### src/design/rv64_isa_pkg.sv
package rv64_isa_pkg;

    typedef logic [63:0] xlen_t;

    // Major opcodes of the supported RV64I subset
    typedef enum logic [6:0] {
        OPC_OP     = 7'b0110011,
        OPC_OP_IMM = 7'b0010011,
        OPC_LOAD   = 7'b0000011,
        OPC_STORE  = 7'b0100011,
        OPC_BRANCH = 7'b1100011,
        OPC_JAL    = 7'b1101111,
        OPC_JALR   = 7'b1100111,
        OPC_LUI    = 7'b0110111,
        OPC_AUIPC  = 7'b0010111
    } opcode_e;

    // ALU funct3
    localparam logic [2:0] F3_ADD  = 3'b000;
    localparam logic [2:0] F3_SLL  = 3'b001;
    localparam logic [2:0] F3_SLT  = 3'b010;
    localparam logic [2:0] F3_SLTU = 3'b011;
    localparam logic [2:0] F3_XOR  = 3'b100;
    localparam logic [2:0] F3_SR   = 3'b101;
    localparam logic [2:0] F3_OR   = 3'b110;
    localparam logic [2:0] F3_AND  = 3'b111;

    // Branch funct3
    localparam logic [2:0] F3_BEQ  = 3'b000;
    localparam logic [2:0] F3_BNE  = 3'b001;
    localparam logic [2:0] F3_BLT  = 3'b100;
    localparam logic [2:0] F3_BGE  = 3'b101;
    localparam logic [2:0] F3_BLTU = 3'b110;
    localparam logic [2:0] F3_BGEU = 3'b111;

    // Fields cut from a 32-bit instruction
    typedef struct packed {
        opcode_e    opcode;
        logic [4:0] rd;
        logic [2:0] funct3;
        logic [4:0] rs1;
        logic [4:0] rs2;
        logic       funct7_b30;
    } instr_fields_t;

endpackage

### src/design/rv64_ctrl_pkg.sv
package rv64_ctrl_pkg;

    import rv64_isa_pkg::*;

    typedef enum logic [3:0] {
        ALU_ADD, ALU_SUB, ALU_SLL, ALU_SLT, ALU_SLTU,
        ALU_XOR, ALU_SRL, ALU_SRA, ALU_OR, ALU_AND
    } alu_op_e;

    typedef enum logic {A_REG, A_PC} alu_a_sel_e;
    typedef enum logic {B_REG, B_IMM} alu_b_sel_e;
    typedef enum logic [1:0] {WB_ALU, WB_LOAD, WB_PC4, WB_IMM} wb_sel_e;

    // Encoded as funct3[1:0] of loads and stores
    typedef enum logic [1:0] {MEM_B, MEM_H, MEM_W, MEM_D} mem_size_e;

    typedef struct packed {
        alu_op_e    alu_op;
        alu_a_sel_e alu_a_sel;
        alu_b_sel_e alu_b_sel;
        wb_sel_e    wb_sel;
        logic       reg_write;
        mem_size_e  mem_size;
        logic       mem_unsigned;
        // Next PC from the ALU sum
        logic       pc_load;
        logic       pc_enable;
        logic       ir_load;
        logic       opnd_load;
        logic       data_load;
    } ctrl_word_t;

    typedef struct packed {
        instr_fields_t fields;
        logic          zero;
        logic          negative;
        logic          carry;
        logic          overflow;
    } dp_status_t;

    typedef struct packed {
        xlen_t      pc;
        logic [4:0] rd;
        logic       wen;
        xlen_t      value;
    } retire_t;

    typedef struct packed {
        logic       we;
        xlen_t      addr;
        xlen_t      wdata;
        logic [7:0] byte_en;
    } mem_req_t;

endpackage

### src/design/rv64_control_unit.sv
`timescale 1ns/1ps

module rv64_control_unit
    import rv64_isa_pkg::*;
    import rv64_ctrl_pkg::*;
(
    input  logic       clock,
    input  logic       arst_n,
    input  dp_status_t status,
    input  logic       imem_valid,
    input  logic       dmem_valid,
    output ctrl_word_t ctrl,
    output logic       imem_req,
    output logic       dmem_req,
    output logic       retire
);

    typedef enum logic [2:0] {FETCH, DECODE, EXECUTE, MEMORY, WRITEBACK} state_e;

    state_e        state;
    state_e        state_next;
    instr_fields_t f;
    ctrl_word_t    dec;
    logic          is_branch;
    logic          is_jump;
    logic          cond;
    logic          take_q;
    logic          pending;

    function automatic alu_op_e alu_decode(logic [2:0] funct3, logic alt);
        case (funct3)
            F3_ADD:  return alt ? ALU_SUB : ALU_ADD;
            F3_SLL:  return ALU_SLL;
            F3_SLT:  return ALU_SLT;
            F3_SLTU: return ALU_SLTU;
            F3_XOR:  return ALU_XOR;
            F3_SR:   return alt ? ALU_SRA : ALU_SRL;
            F3_OR:   return ALU_OR;
            F3_AND:  return ALU_AND;
            default: return ALU_ADD;
        endcase
    endfunction

    assign f = status.fields;

    // Decode of the held instruction
    always_comb begin
        dec = '0;
        dec.alu_b_sel = B_IMM;
        is_branch = 1'b0;
        is_jump = 1'b0;
        case (f.opcode)
            OPC_OP: begin
                dec.alu_b_sel = B_REG;
                dec.alu_op    = alu_decode(f.funct3, f.funct7_b30);
                dec.reg_write = 1'b1;
            end
            OPC_OP_IMM: begin
                // ADDI ignores bit 30
                dec.alu_op    = alu_decode(f.funct3, f.funct7_b30 && f.funct3 == F3_SR);
                dec.reg_write = 1'b1;
            end
            OPC_LOAD: begin
                dec.wb_sel       = WB_LOAD;
                dec.mem_size     = mem_size_e'(f.funct3[1:0]);
                dec.mem_unsigned = f.funct3[2];
                dec.reg_write    = 1'b1;
            end
            OPC_STORE: begin
                dec.mem_size = mem_size_e'(f.funct3[1:0]);
            end
            OPC_BRANCH: begin
                dec.alu_a_sel = A_PC;
                is_branch     = 1'b1;
            end
            OPC_JAL: begin
                dec.alu_a_sel = A_PC;
                dec.wb_sel    = WB_PC4;
                dec.reg_write = 1'b1;
                is_jump       = 1'b1;
            end
            OPC_JALR: begin
                dec.wb_sel    = WB_PC4;
                dec.reg_write = 1'b1;
                is_jump       = 1'b1;
            end
            OPC_LUI: begin
                dec.wb_sel    = WB_IMM;
                dec.reg_write = 1'b1;
            end
            OPC_AUIPC: begin
                dec.alu_a_sel = A_PC;
                dec.reg_write = 1'b1;
            end
            default: ;
        endcase
    end

    always_comb begin
        ctrl = dec;
        ctrl.reg_write = dec.reg_write && state == WRITEBACK;
        ctrl.pc_enable = state == WRITEBACK;
        ctrl.pc_load   = state == WRITEBACK && (is_jump || take_q);
        ctrl.ir_load   = state == FETCH && imem_valid;
        ctrl.opnd_load = state == DECODE;
        ctrl.data_load = state == MEMORY && dmem_valid;
        // Branches compare rs1 and rs2 here, the target is formed in writeback
        if (is_branch && state == EXECUTE) begin
            ctrl.alu_a_sel = A_REG;
            ctrl.alu_b_sel = B_REG;
        end
    end

    always_comb begin
        case (f.funct3)
            F3_BEQ, F3_BNE:   cond = status.zero;
            F3_BLT, F3_BGE:   cond = status.negative ^ status.overflow;
            F3_BLTU, F3_BGEU: cond = !status.carry;
            default:          cond = 1'b0;
        endcase
    end

    always_comb begin
        state_next = state;
        case (state)
            FETCH:   if (imem_valid) state_next = DECODE;
            DECODE:  state_next = EXECUTE;
            EXECUTE: begin
                if (f.opcode == OPC_LOAD || f.opcode == OPC_STORE) begin
                    state_next = MEMORY;
                end else begin
                    state_next = WRITEBACK;
                end
            end
            MEMORY:  if (dmem_valid) state_next = WRITEBACK;
            default: state_next = FETCH;
        endcase
    end

    always_ff @(posedge clock or negedge arst_n) begin
        if (!arst_n) begin
            state    <= FETCH;
            pending  <= 1'b0;
            imem_req <= 1'b0;
            dmem_req <= 1'b0;
            take_q   <= 1'b0;
        end else begin
            state    <= state_next;
            pending  <= (pending || imem_req || dmem_req) && !(imem_valid || dmem_valid);
            // Strobes are single cycle on entry to FETCH or MEMORY
            imem_req <= state_next == FETCH && !pending && !imem_req;
            dmem_req <= state_next == MEMORY && state != MEMORY;
            if (state == EXECUTE) begin
                take_q <= is_branch && (cond ^ f.funct3[0]);
            end
        end
    end

    assign retire = state == WRITEBACK;

    assert property (@(posedge clock) disable iff (!arst_n)
        !(imem_req && dmem_req));

    // Nothing new goes out until the response arrives
    assert property (@(posedge clock) disable iff (!arst_n)
        pending |-> !imem_req && !dmem_req);

endmodule

### config.mk
export PLATFORM = sky130hd
export DESIGN_NAME = rv64_control_unit
export DESIGN_NICKNAME = d
export VERILOG_FILES = /design/src/design/rv64_isa_pkg.sv /design/src/design/rv64_ctrl_pkg.sv /design/src/design/rv64_control_unit.sv
export SDC_FILE = /design/constraint.sdc
export NUM_CORES = 1
export LEC_CHECK = 0
export BUFFER_PORTS_ARGS = -buffer_cell sky130_fd_sc_hd__buf_2
export CORE_MARGIN = 2
export CORE_UTILIZATION = 34
export DETAILED_ROUTE_END_ITERATION = 10
export PLACE_DENSITY = 0.84
export SLEW_MARGIN = 10
export SYNTH_ARGS = -nofsm -noshare
export SYNTH_HDL_FRONTEND = slang
export SYNTH_SLANG_ARGS = --single-unit
### constraint.sdc
create_clock -name clock -period 1.3 [get_ports clock]
set_input_delay 0.065 -clock clock [delete_from_list [all_inputs] [get_ports clock]]
set_output_delay 0.065 -clock clock [all_outputs]
set_load 0.05 [all_outputs]
==> summary.txt <==
GRT
  – GR Layer Usage met2: 40.26%
  – Grt total ovfl: 0
  – Grt met1 use: 24.55%
  – GRT Util Overall: 21.76%
  – First-pass GRT wire length: 3567 µm
  – Vias in the first global route: 860
  – Busiest grt layer: met2
  – GR Layer Usage met3: 4.444%
  – Initial antenna violation count: 0
  – Largest net degree at the start of global routing: 12

Logic synthesis
  – Net Count, Synth: 116
  – Cell variety after synth: 38
  – Combinational family with the most area after synthesis: simple AND/OR/NAND/NOR gates
  – Async S/R FF share, synth: 100.0%
  – XOR/XNOR Fraction of Synth Area: 3.962%
  – YS warnings: 0
  – Post-Synth Adder-Cell Area: 0%
  – Multiplexer share of the synthesized area: 3.019%
  – Netlist Area Pre-Place: 663.1 µm²
  – Main synth FF type: dfrtp_1
  – Post-synth top cells: 10 x nand2_1, 10 x nor2_1, 7 x dfrtp_1
  – Post-synth EDFFs: 0
  – Avg Cell Area, Syn: 8.087 µm²
  – #FFs+latches synth: 7
  – Post-synthesis cell count: 82
  – Synth top area share: 26.42%
  – Top post-synthesis cells by area: dfrtp_1 26%, nand2_1 5.7%, nor2_1 5.7%
  – Largest area contributor in the netlist: dfrtp_1
  – Synth Area in Simple Gates: 40.19%
  – Synth Area in Compound Gates: 17.55%
  – Seq/Total Area, Yosys: 26.42%

STA
  – WHS: 0.01535 ns
  – RSZ-0062 raised after global routing: true
  – Setup TNS: -0.9827 ns
  – Final min period: 1.614 ns
  – Max_slew headroom: 77.62%
  – FMAX: 619.6 MHz
  – Final worst slack: -0.3139 ns
  – Fin. Hold Viols: 0
  – Worst Tran Pin Value: 0.3322 ns
  – Slew Viols, Final: 0
  – Clock skew: 0.005597 ns
  – Post-route clock period utilization: 124.1%
  – Setup violations, final: 9

Drt
  – Detailed-route via count: 873
  – Detailed Route Iter0 Violations: 31
  – Routed Antenna Nets: 0
  – Routed len/inst: 14.22 µm
  – Via density: 5.356
  – Drc violations: 0
  – Pre-antenna DRT Iters: 5
  – WL final: 2318 µm

Critical path
  – CP startpoint kind: register
  – CP arrival: 1.55 ns
  – CP max-delay cell: or3b_4
  – Max incr delay on CP: 0.41 ns
  – Critical Path Sink Type: primary output
  – Critical Path, Cell by Cell: or3b_4 -> nor4_4 -> a31oi_1 -> buf_4
  – Register-to-Register Setup Slack: -0.08 ns
  – Crit path max fanout: 3
  – Crit path kind: reg -> out
  – CP required: 1.24 ns

Clock tree
  – Num Clock Sinks: 7
  – Max Root-Sink Buffers: 2
  – Clock Pin Slew Worst Setup and Hold Paths: 0.05 ns
  – H-Tree Depth: 1
  – Clock root buffer: clkbuf_4
  – TritonCTS clock tree: done
  – Num CTS Buffers: 3
  – Skew-Pair Late Insertion Delay: 0.25 ns

Placement
  – RePlAce Congestion: 0.8239
  – Pre-CTS WS: -0.1134 ns
  – Number of buffers added on ports: 38
  – Dpl hpwl: 1637 µm

Power
  – Leakage: 0.5851 nW
  – VDD IR-drop max: 0.0006592 V
  – Pwr per Cell Area: 1215 nW/µm²
  – Power consumption: 1.601 mW

Die
  – Die ar.: 2320 µm²
  – Initial Util: 37.19%
  – Die H: 48.17 µm
  – I/O pin cnt: 54
  – Chip width: 48.17 µm
  – Core Rows: 15
  – Core Region: 1783 µm²

Finish
  – Share of cells above drive strength 1: 60.14%
  – Area growth from synthesis to layout: 98.68%
  – Nets: 173
  – Final cell utilization of the core: 73.89%
  – Area of the multi-input gates: 573.1 µm²
  – Register area: 175.2 µm²
  – FILL cells: 134
  – # diodes: 0

Status
  – Failing checks: negative setup slack
  – Status: complete, but fails checks

Worst hold path
  – Hold Crit Class: in -> reg

Flow run
  – Max-cap violations: 0
-- per-layer routing --
metal / wire, µm / vias up
li1: - / 411
met1: 912 / 415
met2: 1260 / 41
met3: 109 / 6
met4: 36 / 0
met5: 0 / -
-- cell usage in the layout (no fill, tap or decap), types with 2 or more instances in the layout --
cell / instances
a21oi_1: 3
buf_8: 5
o21ai_0: 3
nand2_2: 2
nor2_4: 5
buf_2: 19
nor3_1: 5
clkbuf_4: 3
xor2_1: 2
nand3b_1: 3
dfrtp_1: 7
buf_6: 14
nor2_1: 5
a31oi_1: 2
nand2_1: 7
buf_4: 19
mux2i_1: 2
and4b_1: 2
nor4_4: 2
-- flip-flops by register name (all words and copies together) (netlist names) --
register	flops
dmem_req	1
imem_req	1
pending	1
take_q	1
state	3
-- cell type report --
type	instances	share of cell area (%)
tap	25	2.374
sequential	7	13.30
inverter	2	0.8547
clock buffer	4	1.994
timing repair buffer	59	37.99
multi-input combinational	66	43.49
-- where the power goes --
| part | leakage [nW] | switching, mW | total, mW | internal, mW |
|---|---|---|---|---|
| Clock | 0.0150 | 0.0804 | 0.198 | 0.117 |
| Sequential | 0.0936 | 0.0345 | 0.311 | 0.276 |
| Combinational | 0.476 | 0.646 | 1.09 | 0.447 |
-- worst max-delay path, delay by kind of cell, from the launching register on --
| kind | cells | cell delay (ns) |
|---|---|---|
| AO/OA/AOI/OAI | 1 | 0.08 |
| buffers and inverters | 1 | 0.20 |
| AND/OR/NAND/NOR | 2 | 0.64 |
| flip-flops | 1 | 0.37 |
-- logic make-up (layout without fill, tap and decap cells) --
logic type	count (synthesis)	in the layout
mux	2	2
flops	7	7
simple gates	44	44
xor+xnor	3	3
compound gates	17	17
buf+inv	9	65
-- timing repair --
| action | in CTS | in global routing |
|---|---|---|
| setup endpoints to repair | 17 | 17 |
| resized for setup | 41 | 10 |
| cloned | 0 | 0 |
| pin swaps | 8 | 5 |
| endpoints found under the hold margin | 7 | 0 |
| buffers inserted | 3 | 2 |
| hold buffers | 1 | 0 |
-- stage by stage --
| stage | area, µm² | cells |
|---|---|---|
| after floorplan | 765.7 | 82 |
| after global placement | 1069 | 154 |
| after detailed placement | 1069 | 154 |
| after CTS | 1266 | 162 |
| after global routing | 1318 | 163 |
| final | 1318 | 163 |
-- worst paths after layout --
check                                   start            endpoint  cells after the start
max                        state[0]$_DFF_PN0_            ctrl[11]                      4
min in group asynchronous              arst_n   pending$_DFF_PN0_                      2
max reg2reg                state[0]$_DFF_PN0_  take_q$_DFFE_PN0N_                      4
min reg2reg                 pending$_DFF_PN0_  imem_req$_DFF_PN0_                      1
max in group asynchronous              arst_n  take_q$_DFFE_PN0N_                      2
min                                imem_valid   pending$_DFF_PN0_                      2
Note: power is estimated with default switching activity, not from simulation.
